$ cat src/rtl/cpu_pkg.sv
`default_nettype none

package cpu_pkg;

    // ==================================================
    // Basic types
    // ==================================================
    typedef logic [63:0] word_t;     // Registers, addresses and bus data
    typedef logic [3:0]  reg_idx_t;  // One of sixteen registers

    // Instruction classes
    typedef enum logic [3:0] {
        OP_R   = 4'h0,  // rd = rs1 op rs2
        OP_I   = 4'h1,  // Load from rs1 + imm
        OP_S   = 4'h2,  // Store rs2 at rs1 + imm
        OP_B   = 4'h3,  // Branch when rs1 == rs2
        OP_NOP = 4'hF   // Any other encoding
    } opcode_e;

    // ALU functions
    typedef enum logic [3:0] {
        ALU_ADD    = 4'h0,
        ALU_SUB    = 4'h1,
        ALU_MUL    = 4'h2,  // Low 64 bits only
        ALU_DIV    = 4'h3,  // Unsigned
        ALU_MOD    = 4'h4,  // Unsigned
        ALU_AND    = 4'h5,
        ALU_OR     = 4'h6,
        ALU_XOR    = 4'h7,
        ALU_SHL    = 4'h8,
        ALU_SHR    = 4'h9,  // Logical
        ALU_ROT    = 4'hA,  // Rotate left
        ALU_CMP    = 4'hB,  // Unsigned less-than
        ALU_CLZ    = 4'hC,
        ALU_CTZ    = 4'hD,
        ALU_POPCNT = 4'hE,
        ALU_NONE   = 4'hF   // Result is zero
    } alu_fn_e;

    // ==================================================
    // Instruction layout
    // ==================================================
    localparam int OPC_LSB = 60;  // Bits 63..60
    localparam int FN_LSB  = 56;  // Bits 59..56
    localparam int RS2_LSB = 52;  // Bits 55..52
    localparam int RS1_LSB = 48;  // Bits 51..48
    localparam int IMM_LSB = 32;  // Bits 47..32
    localparam int IMM_W   = 16;  // Signed immediate
    localparam int RD_LSB  = 0;   // Bits 3..0

    localparam word_t INSTR_BYTES = 64'd8;  // PC step

    // Counter readout select
    typedef enum logic [1:0] {
        PERF_CYCLES  = 2'd0,
        PERF_RETIRED = 2'd1,
        PERF_LOADS   = 2'd2,
        PERF_STORES  = 2'd3
    } perf_sel_e;

endpackage

`default_nettype wire

$ cat src/rtl/mem_port.sv
`default_nettype none

module mem_port import cpu_pkg::*; (
    input  wire        clk,
    input  wire        rst_n,
    input  wire        req_fetch,
    input  wire        req_load,
    input  wire        req_store,
    input  wire word_t addr,
    input  wire word_t wdata,
    output logic       done,
    output word_t      rdata,
    output word_t      mem_addr,
    output word_t      mem_wdata,
    output logic       mem_re,
    output logic       mem_we,
    input  wire word_t mem_rdata,
    input  wire        mem_ready
);

    logic busy;
    logic req_any;

    assign busy    = mem_re || mem_we;
    assign req_any = req_fetch || req_load || req_store;

    // ==================================================
    // Strobes and completion
    // ==================================================
    always_ff @(posedge clk or negedge rst_n) begin
        if (!rst_n) begin
            mem_re <= 1'b0;
            mem_we <= 1'b0;
            done   <= 1'b0;
        end else begin
            done <= 1'b0;                    // One-cycle pulse
            if (busy) begin
                if (mem_ready) begin         // Edge that completes the request
                    mem_re <= 1'b0;
                    mem_we <= 1'b0;
                    done   <= 1'b1;
                end
            end else begin
                mem_re <= req_fetch || req_load;
                mem_we <= req_store;
            end
        end
    end

    // Address and data held for the whole request
    always_ff @(posedge clk) begin
        if (!busy && req_any) begin
            mem_addr  <= addr;
            mem_wdata <= wdata;
        end
        if (mem_re && mem_ready) begin
            rdata <= mem_rdata;              // Stays until the next read
        end
    end

endmodule

`default_nettype wire

$ cat config.mk
export PLATFORM = sky130hd
export DESIGN_NAME = mem_port
export DESIGN_NICKNAME = d
export VERILOG_FILES = /design/src/rtl/cpu_pkg.sv /design/src/rtl/mem_port.sv
export SDC_FILE = /design/constraint.sdc
export NUM_CORES = 1
export LEC_CHECK = 0
export BUFFER_PORTS_ARGS = -buffer_cell sky130_fd_sc_hd__buf_4
export CORE_AREA = 2 2 155 157
export DETAILED_ROUTE_END_ITERATION = 10
export DIE_AREA = 0 0 157 159
export GPL_ROUTABILITY_DRIVEN = 0
export PLACE_DENSITY_LB_ADDON = 0.25
export SYNTH_ARGS = -nofsm -noshare
export SYNTH_HDL_FRONTEND = slang
export SYNTH_SLANG_ARGS = --single-unit
$ cat constraint.sdc
create_clock -name clk -period 17.3 [get_ports clk]
set_input_delay 5.19 -clock clk [delete_from_list [all_inputs] [get_ports clk]]
set_output_delay 5.19 -clock clk [all_outputs]
set_load 0.02 [all_outputs]
Yosys cells after proc, flatten, opt, wreduce, memory -nomap -nowiden
Index checks and enable logic that the tools add are counted.

word-level totals
  flip-flop bits (word level) = 195
  output and inout bits = 195
  logic and storage cells = 18
  bits in read-only memories = 0
  bits in latches = 0
  RAM bits = 0
  memories = 0

operators by class
  add/sub/neg operators = 0
  equality and inequality tests = 1
  multiplexer cells = 5
  shift operators = 0
  multiply operators = 0
  $lt $le $gt $ge = 0
  reduce and logical (&&, ||, !) cells = 6
  bitwise operators = 0
  div/mod/pow operators = 0

operator list
  cell                                   number
  1-bit two-way mux                      5
  1-bit logical OR                       3
  1-bit logical AND                      2
  2-bit != test (second input constant)  1
  1-bit logical NOT                      1

Logic depth before layout (Yosys ltp)
Gate-level depths: netlist of run 1.

  depth after elaboration = 3
  gate-level depth with buffers = 2
  gate-level depth less buffers = 2

Least setup slack after synthesis of run 1
Ideal clock, no wire load.

  kind = input -> register
  start = input port req_store
  end = register mem_addr[0], enable pin
  slack = 2.672 ns
  required time = 16.529 ns
  library setup time = 0.771 ns
  stages = 2
  path buffers = 0
  arrival = 13.857 ns
  cell sequence = nor3_1 > nor3_1

on the way
  word-level cells in the longest chain between the ends = 2

ends and longest elaborated chain
  what                    line            RTL
  start: declaration      mem_port.sv:8   input wire req_store,
  1-bit logical OR        mem_port.sv:25  assign req_any = req_fetch || req_load || req_store;
  1-bit logical AND       mem_port.sv:52  if (!busy && req_any) begin
  end signal: assignment  mem_port.sv:53  mem_addr <= addr;
  end: declaration        mem_port.sv:13  output word_t mem_addr,

No other way between the ends.
A chain may end at the register's enable or synchronous reset.

Worst setup path after layout of run 1
  start = input port req_store
  end = register mem_wdata[31], enable pin

on the way
  word-level cells in the longest chain between the ends = 2

ends and longest elaborated chain
  what                    line            RTL
  1-bit logical OR        mem_port.sv:25
  1-bit logical AND       mem_port.sv:52
  end signal: assignment  mem_port.sv:54  mem_wdata <= wdata;
  end: declaration        mem_port.sv:14  output word_t mem_wdata,

No other way between the ends.

==> results.sh, run 1 <==
export IMPL_status="finished clean"
export IMPL_cp_slowest_cell="buf_4"
export IMPL_cts_tree="yes"
export IMPL_multi_input_area_um2=63.81
export IMPL_synth_area_um2=5898
export IMPL_crit_buf_inv=2
export IMPL_critPathRequiredTime_ps=17340
export IMPL_root_buffer="clkbuf_16"
export IMPL_grt_pass1_vias=4033
export IMPL_critPathMaxStageDelay_ps=740
export IMPL_dr_pass1_iters=4
export IMPL_hold_viol_final=0
export IMPL_syn_area_per_cell_um2=29.05
export IMPL_overflow=0
export IMPL_cts_buffers_inserted=17
export IMPL_layout_drive_gt1_share_pct=67.73
export IMPL_vdd_drop_max_mv=0.05144
export IMPL_crit_path_frequent_cell="buf_4"
export IMPL_dp_hpwl_um=12910
export IMPL_grt_max_degree=80
export IMPL_r2r_end="mem_wdata[31]$_DFFE_PP_"
export IMPL_final_setup_viol_count=0
export IMPL_htreeDepth=4
export IMPL_drtIter0Drc=187
export IMPL_hp_start="mem_re$_DFFE_PN0P_"
export IMPL_cp_arrival_ps=6290
export IMPL_nets=815
export IMPL_wl_per_cell_um=17.55
export IMPL_tightest_slew_ps=979.0
export IMPL_die_area_um2=24960
export IMPL_synthCells=203
export IMPL_final_cell_mix="395 x buf_4, 192 x edfxtp_1, 17 x clkbuf_16"
export IMPL_start_util_pct=25.43
export IMPL_reg2reg_from="mem_re$_DFFE_PN0P_"
export IMPL_clockBufferDepth=2
export IMPL_period_needed_ps=6253
export IMPL_hold_class="reg -> reg"
export IMPL_regArea_um2=5841
export IMPL_crit_chain="buf_4 -> nor3_1 -> nor3_2 -> buf_4"
export IMPL_coreArea_um2=23190
export IMPL_viasPerCell=3.866
export IMPL_die_w_um=157
export IMPL_port_buffers=392
export IMPL_rsz0062_at_grt="no"
export IMPL_worst_slack_ps=11050
export IMPL_finalClockSkew_ps=10.64
export IMPL_drv_cap=0
export IMPL_critical_path_class="in -> reg"
export IMPL_io_pins=393
export IMPL_rrSetupSlack_ps=15430
export IMPL_max_slew_margin_rel_pct=34.73
export IMPL_postRouteAntennaNets=0
export IMPL_placementRows=56
export IMPL_post_cts_buffers=0
export IMPL_clk_latency_ps=420
export IMPL_antenna_found_initial=0
export IMPL_yosysWarnings=0
export IMPL_synth_seq_area_share_pct=99.02
export IMPL_min_period_over_period_pct=36.14
export IMPL_wl_um=16640
export IMPL_vias=3665
export IMPL_worstHoldEndpoint="mem_re$_DFFE_PN0P_"
export IMPL_diodes=0
export IMPL_start_kind="input port"
export IMPL_finalSetupTns_ps=0
export IMPL_ys_ff_latch=195
export IMPL_crit_fanout=79
export IMPL_crit_family="buffers and inverters"
export IMPL_synth_cell_types=8
export IMPL_final_common_cell="buf_4"
export IMPL_hold_depth=1
export IMPL_p_per_area_nw_per_um2=127.5
export IMPL_drc_errors=0
export IMPL_clkTransAtPathRegs_ps=70
export IMPL_power_leakage_uw=0.004037
export IMPL_fmax_mhz=159.9
export IMPL_die_h_um=159
export IMPL_grt_total_usage_pct=12.83
export IMPL_syn_nets=401
export IMPL_grt_pass1_wl_um=23740
export IMPL_nFillCells=2080
export IMPL_r2r_cells=2
export IMPL_report_final_slew_viol_count=0
export IMPL_crit_path_end_kind="flip-flop"
export IMPL_clock_sinks=195
export IMPL_syn2layout_area_growth_pct=66.42
export IMPL_post_cts_resized=0
export IMPL_cp_depth=4
export IMPL_cts_hold_buf=0
export IMPL_preCtsSetupSlack_ps=10600
[Yosys cell counts]
library cell,instances,area [um^2]
edfxtp_1,192,5766
dfrtp_1,3,75.07
mux2i_1,2,20.02
nor3_1,2,10.01
and2_1,1,6.260
nand2b_1,1,6.260
o21a_1,1,7.510
o21bai_1,1,7.510
[routing by layer]
layer	vias up	wire length, um	GRT usage (%)
met5	-	0	0
met2	247	8341	21.91
met4	0	174	4.212
met3	12	2275	7.131
li1	1650	-	-
met1	1756	5843	13.29
[power breakdown]
part / switching [uW] / internal (uW)
clock: 181 / 188
sequential: 20.5 / 607
combinational: 151 / 104
total: 353 / 899
[stage by stage]
step	total power [uW]	utilization, %	area [um^2]	hold slack, ps	cells
2_1_floorplan	766.1	-	5898	639.3	203
3_3_place_gp	895.0	39.97	9269	560.0	917
3_5_place_dp	899.0	39.97	9269	572.5	917
4_1_cts	1273	42.32	9816	587.0	948
5_1_grt	1306	42.32	9816	625.9	948
6_report	1252	42.32	9816	579.4	948
[registers in the layout, summed over array words and instances (netlist names)]
name / cells
mem_we: 1
rdata: 64
mem_re: 1
mem_wdata: 64
done: 1
mem_addr: 64
[cell type report]
| class | count | area share, % |
|---|---|---|
| Clock buffer | 17 | 4.334 |
| Clock inverter | 14 | 1.236 |
| Multi-Input combinational cell | 8 | 0.6501 |
| Sequential cell | 195 | 59.50 |
| Tap cell | 319 | 4.066 |
| Timing Repair Buffer | 395 | 30.21 |
[worst max-delay path by stage]
stage	end	slack, ps	from
6_report	mem_wdata[31]$_DFFE_PP_	11050	req_store
5_1_grt	mem_wdata[13]$_DFFE_PP_	10940	req_store
4_1_cts	mem_we	11010	mem_we$_DFFE_PN0P_
3_5_place_dp	mem_wdata[21]$_DFFE_PP_	10600	req_store
3_3_place_gp	mem_wdata[2]$_DFFE_PP_	10610	req_store
2_1_floorplan	mem_addr[0]$_DFFE_PP_	2670	req_store
[kinds of logic (layout without fill, tap and decap cells)]
logic type / count (synthesis) / in the layout / synth area share [%]
AO/OA/AOI/OAI: 2 / 2 / 0.2547
buffers and inverters: 0 / 426 / 0
flip-flops: 195 / 195 / 99.02
multiplexers: 2 / 2 / 0.3394
AND/OR/NAND/NOR: 4 / 4 / 0.3820
(Power assumes the default switching activity.)
==> run 2: changes to the inputs <==
Settings changed: ABC_AREA set to 1, CORE_AREA 2 2 155 157 to 2 2 151 153, DIE_AREA 0 0 157 159 to 0 0 153 155.
Clock period 17.3 ns to 6.3 ns, I/O delays scaled along.
==> results.sh, run 2 <==
export IMPL_fmax_mhz=327.5
export IMPL_cts_buffers_inserted=17
export IMPL_crit_path_end_kind="flip-flop"
export IMPL_min_period_over_period_pct=48.47
export IMPL_p_int_uw=2968
export IMPL_hold_class="reg -> reg"
export IMPL_max_slew_margin_rel_pct=52.59
export IMPL_start_kind="input port"
export IMPL_final_area_um2=9802
export IMPL_postRouteAntennaNets=0
export IMPL_synth_top_area_share_pct=97.73
export IMPL_crit_family="buffers and inverters"
export IMPL_vdd_drop_max_mv=0.1927
export IMPL_synth_edf_count=192
export IMPL_syn_nets=408
export IMPL_yosysMostFrequentCell="edfxtp_1"
export IMPL_clkTransAtPathRegs_ps=70
export IMPL_synthCells=210
export IMPL_layout_drive_gt1_share_pct=67.19
export IMPL_coreArea_um2=22230
export IMPL_cp_arrival_ps=3110
export IMPL_synthTopCellsByCount="192 x edfxtp_1, 9 x nand2_1, 4 x inv_1, 3 x dfrtp_1"
export IMPL_critical_path_class="in -> reg"
export IMPL_root_buffer="clkbuf_16"
export IMPL_worst_hold_slack_ps=562.5
export IMPL_p_clk_share_pct=23.3
export IMPL_async_flop_share_pct=1.538
export IMPL_cp_slowest_cell="buf_4"
export IMPL_overflow=0
export IMPL_switching_share_pct=33.28
export IMPL_synth_flop_cell="edfxtp_1"
export IMPL_wl_per_cell_um=17.18
export IMPL_syn_area_per_cell_um2=28.09
export IMPL_htreeDepth=4
export IMPL_port_buffers=392
export IMPL_grt_met1_usage_pct=14.98
export IMPL_grt_max_degree=58
export IMPL_dr_pass1_iters=4
export IMPL_power_leakage_uw=0.004106
export IMPL_grt_total_usage_pct=12.86
export IMPL_reg2reg_from="mem_re$_DFFE_PN0P_"
export IMPL_ys_top_cells_by_area="edfxtp_1 98%, dfrtp_1 1.3%, nand2_1 0.57%"
export IMPL_wl_um=15840
export IMPL_vias=3671
export IMPL_drtIter0Drc=194
export IMPL_rsz0062_at_grt="no"
export IMPL_diodes=0
export IMPL_synth_seq_area_share_pct=99.00
export IMPL_post_dp_cell_area_um2=9229
export IMPL_tightest_slew_ps=711.1
export IMPL_crit_chain="buf_4 -> inv_1 -> nand2_1 -> nand2_1 -> nand2_4 -> buf_4"
export IMPL_final_cell_mix="395 x buf_4, 192 x edfxtp_1, 17 x clkbuf_16"
export IMPL_antenna_found_initial=0
export IMPL_start_util_pct=26.54
export IMPL_top_usage_layer="met2"
export IMPL_hold_viol_final=0
export IMPL_use_met2_pct=20.61
export IMPL_critPathRequiredTime_ps=6360
export IMPL_clock_sinks=195
export IMPL_crit_buf_inv=3
export IMPL_ys_ff_latch=195
export IMPL_die_area_um2=23720
export IMPL_clk_latency_ps=420
export IMPL_clockBufferDepth=2
export IMPL_nets=822
export IMPL_critPathMaxStageDelay_ps=630
export IMPL_crit_start="req_fetch"
export IMPL_rrSetupSlack_ps=4220
export IMPL_grt_pass1_wl_um=22670
export IMPL_drc_errors=0
export IMPL_status="finished clean"
export IMPL_final_setup_viol_count=0
export IMPL_dp_hpwl_um=12330
export IMPL_die_w_um=153
export IMPL_synth_cell_types=6
export IMPL_synth_largest_area_cell="edfxtp_1"
export IMPL_reg_top3="mem_addr x64, mem_wdata x64, rdata x64"
export IMPL_switchingPower_uw=1480
export IMPL_p_comb_share_pct=30.7
export IMPL_drv_cap=0
export IMPL_post_cts_resized=0
export IMPL_report_final_slew_viol_count=0
export IMPL_use_met3_pct=6.630
export IMPL_grt_pass1_vias=3975
export IMPL_placementRows=55
export IMPL_finalClockSkew_ps=9.215
export IMPL_cts_tree="yes"
export IMPL_die_h_um=155
export IMPL_finalSetupTns_ps=0
export IMPL_io_pins=393
export IMPL_crit_fanout=57
export IMPL_p_per_area_nw_per_um2=453.8
export IMPL_viasPerCell=3.982
export IMPL_final_common_cell="buf_4"
export IMPL_post_cts_buffers=0
export IMPL_hp_start="mem_we$_DFFE_PN0P_"
export IMPL_yosysWarnings=0
export IMPL_cts_hold_buf=0
export IMPL_synth_area_um2=5899
export IMPL_period_needed_ps=3054
export IMPL_syn2layout_area_growth_pct=66.15
export IMPL_pwr_share_seq_pct=46.1
run 2: cell count changes in the layout (fill, tap and decap cells not counted), sizes merged, moves of 2 or more:
cell and delta:
nand2 +9, inv +5, nor3 -2, mux2i -2, nor2 +2
run 2: routing by layer:
metal | share of wire (%) | vias up
met5 | 0 | -
met4 | 1.1 | 0
met3 | 12 | 10
met2 | 50 | 248
met1 | 38 | 1749
li1 | - | 1664
run 2: power groups by stage:
| stage | Sequential, uW | Clock (uW) | Combinational (uW) |
|---|---|---|---|
| 3_3_place_gp | 2070 | 0 | 1380 |
| 3_5_place_dp | 2080 | 0 | 1390 |
| 6_report | 2050 | 1030 | 1360 |
| 4_1_cts | 2060 | 1070 | 1390 |
| 2_1_floorplan | 2590 | 0 | 175 |
| 5_1_grt | 2090 | 1130 | 1440 |
run 2: cells by family after synthesis:
logic type	count (synthesis)	share of synthesized area [%]
and+or+nand+nor	11	0.7423
buffers and inverters	4	0.2544
DFF	195	99.00
run 2: metrics by stage:
step,total power [uW],std cells,util (%),worst slack (ps)
floorplan,2763,210,-,1037
global placement,3451,890,41.52,2844
detailed placement,3468,890,41.52,2787
CTS,4516,922,44.10,3261
global route,4654,922,44.10,3141
finish,4448,922,44.10,3246
run 2: worst min-delay path: cells and delay by family (launching register included):
kind | cells | cell delay, ps
flip-flops | 1 | 390
AND/OR/NAND/NOR | 2 | 130
run 2: cell type report:
class	instances	area, um^2
fill	1989	12430
inverter	4	15.01
timing repair buffer	395	2965
clock inverter	15	147.6
multi-input combinational	11	51.30
tap	285	356.6
clock buffer	17	425.4
sequential	195	5841
run 2: final timing paths:
check | end | depth (start not counted)
max in group asynchronous | mem_we$_DFFE_PN0P_ | 1
max reg2reg | mem_wdata[23]$_DFFE_PP_ | 4
max | mem_wdata[23]$_DFFE_PP_ | 6
min in group asynchronous | done$_DFF_PN0_ | 1
min reg2reg | mem_we$_DFFE_PN0P_ | 2
min | mem_we$_DFFE_PN0P_ | 2
==> run 3: changes to the inputs <==
Settings changed: ABC_AREA 1 to 0.
Clock period 6.3 ns to 3.1 ns, I/O delays scaled along.
==> results.sh, run 3 (synthesis results as in run 1) <==
export IMPL_period_needed_ps=2014
export IMPL_tightest_slew_ps=608.0
export IMPL_io_pins=393
export IMPL_cp_arrival_ps=1080
export IMPL_grt_max_degree=84
export IMPL_multi_input_area_um2=81.33
export IMPL_wl_per_cell_um=17.36
export IMPL_nFillCells=1966
export IMPL_cts_tree="yes"
export IMPL_critical_path_class="reg -> out"
export IMPL_start_util_pct=26.54
export IMPL_cts_hold_buf=0
export IMPL_overflow=0
export IMPL_placementRows=55
export IMPL_drtIter0Drc=159
export IMPL_final_cell_mix="393 x buf_4, 192 x edfxtp_1, 17 x clkbuf_16"
export IMPL_diodes=0
export IMPL_dp_hpwl_um=12630
export IMPL_cp_slowest_cell="dfrtp_1"
export IMPL_crit_fanout=5
export IMPL_wl_um=15880
export IMPL_die_area_um2=23720
export IMPL_die_h_um=155
export IMPL_report_final_slew_viol_count=0
export IMPL_syn2layout_area_growth_pct=66.84
export IMPL_post_dp_cell_area_um2=9269
export IMPL_crit_family="flip-flops"
export IMPL_clkTransAtPathRegs_ps=70
export IMPL_antenna_found_initial=0
export IMPL_cts_buffers_inserted=17
export IMPL_power_leakage_uw=0.004065
export IMPL_dr_pass1_iters=4
export IMPL_postRouteAntennaNets=0
export IMPL_final_setup_viol_count=0
export IMPL_grt_total_usage_pct=12.96
export IMPL_reg_top3="mem_addr x64, mem_wdata x64, rdata x64"
export IMPL_start_kind="flip-flop"
export IMPL_reg2reg_from="mem_re$_DFFE_PN0P_"
export IMPL_clock_sinks=195
export IMPL_critPathRequiredTime_ps=2170
export IMPL_grt_pass1_vias=3965
export IMPL_status="finished clean"
export IMPL_crit_path_end_kind="output pin"
export IMPL_post_cts_buffers=0
export IMPL_coreArea_um2=22230
export IMPL_fmax_mhz=496.5
export IMPL_grt_pass1_wl_um=22720
export IMPL_crit_start="mem_we$_DFFE_PN0P_"
export IMPL_rsz0062_at_grt="no"
export IMPL_die_w_um=153
export IMPL_max_slew_margin_rel_pct=59.47
export IMPL_final_common_cell="buf_4"
export IMPL_drc_errors=0
export IMPL_clockBufferDepth=2
export IMPL_preCtsSetupSlack_ps=884.1
export IMPL_regArea_um2=5841
export IMPL_p_per_area_nw_per_um2=712.9
export IMPL_crit_buf_inv=1
export IMPL_crit_chain="buf_4"
export IMPL_critPathMaxStageDelay_ps=470
export IMPL_drv_cap=0
export IMPL_vias=3607
export IMPL_hold_viol_final=0
export IMPL_root_buffer="clkbuf_16"
export IMPL_clk_latency_ps=420
export IMPL_finalCoreUtilization_pct=44.27
export IMPL_htreeDepth=4
export IMPL_final_area_um2=9841
export IMPL_nets=815
export IMPL_worst_slack_ps=1086
export IMPL_min_period_over_period_pct=64.97
export IMPL_hold_class="in -> async"
export IMPL_viasPerCell=3.942
export IMPL_layout_drive_gt1_share_pct=68.10
export IMPL_finalClockSkew_ps=7.254
export IMPL_vdd_drop_max_mv=0.3343
export IMPL_p_total_uw=7016
export IMPL_post_cts_resized=0
export IMPL_port_buffers=392
==> run 3: changes by cell type in the layout (fill, tap and decap cells not counted), sizes merged, moves of 2 or more <==
cell   previous run  this run
inv              11         6
nand2             9         0
mux2i             0         2
nor3              0         2
nor2              2         0
==> run 3: report_power, final <==
group	switching (uW)	internal [uW]	leakage (uW)
Clock	1020	1070	0.000282
Combinational	837	597	0.00194
Sequential	112	3380	0.00185
==> run 3: final timing paths <==
path,to,slack [ps],cells past startpoint
worst max register to register,mem_wdata[2]$_DFFE_PP_,1440,2
min in group clk,mem_re$_DFFE_PN0P_,620,1
max in group asynchronous,mem_we$_DFFE_PN0P_,2720,1
worst min register to register,mem_re$_DFFE_PN0P_,620,1
worst min-delay path,done$_DFF_PN0_,280,1
worst max-delay path,mem_we,1090,1
==> run 3: layout make-up <==
class | instances | share of cell area (%)
clock inverters | 15 | 1.488
well taps | 285 | 3.624
flip-flops and latches | 195 | 59.35
repair buffers | 395 | 30.39
clock buffers | 17 | 4.323
multi-input cells | 8 | 0.8264
==> run 3: through the flow <==
stage	hold slack (ps)	std cells	setup TNS, ps
2_1_floorplan	634.4	203	-167650
3_5_place_dp	607.9	883	0
5_1_grt	253.1	915	0
3_3_place_gp	593.0	883	0
6_report	282.7	915	0
4_1_cts	254.5	915	0
==> run 3: per-layer routing <==
layer | global-route usage [%] | routed length [um]
met5 | 0 | 0
met1 | 13.27 | 5386
met2 | 23.15 | 8527
met3 | 6.741 | 1823
met4 | 3.748 | 142
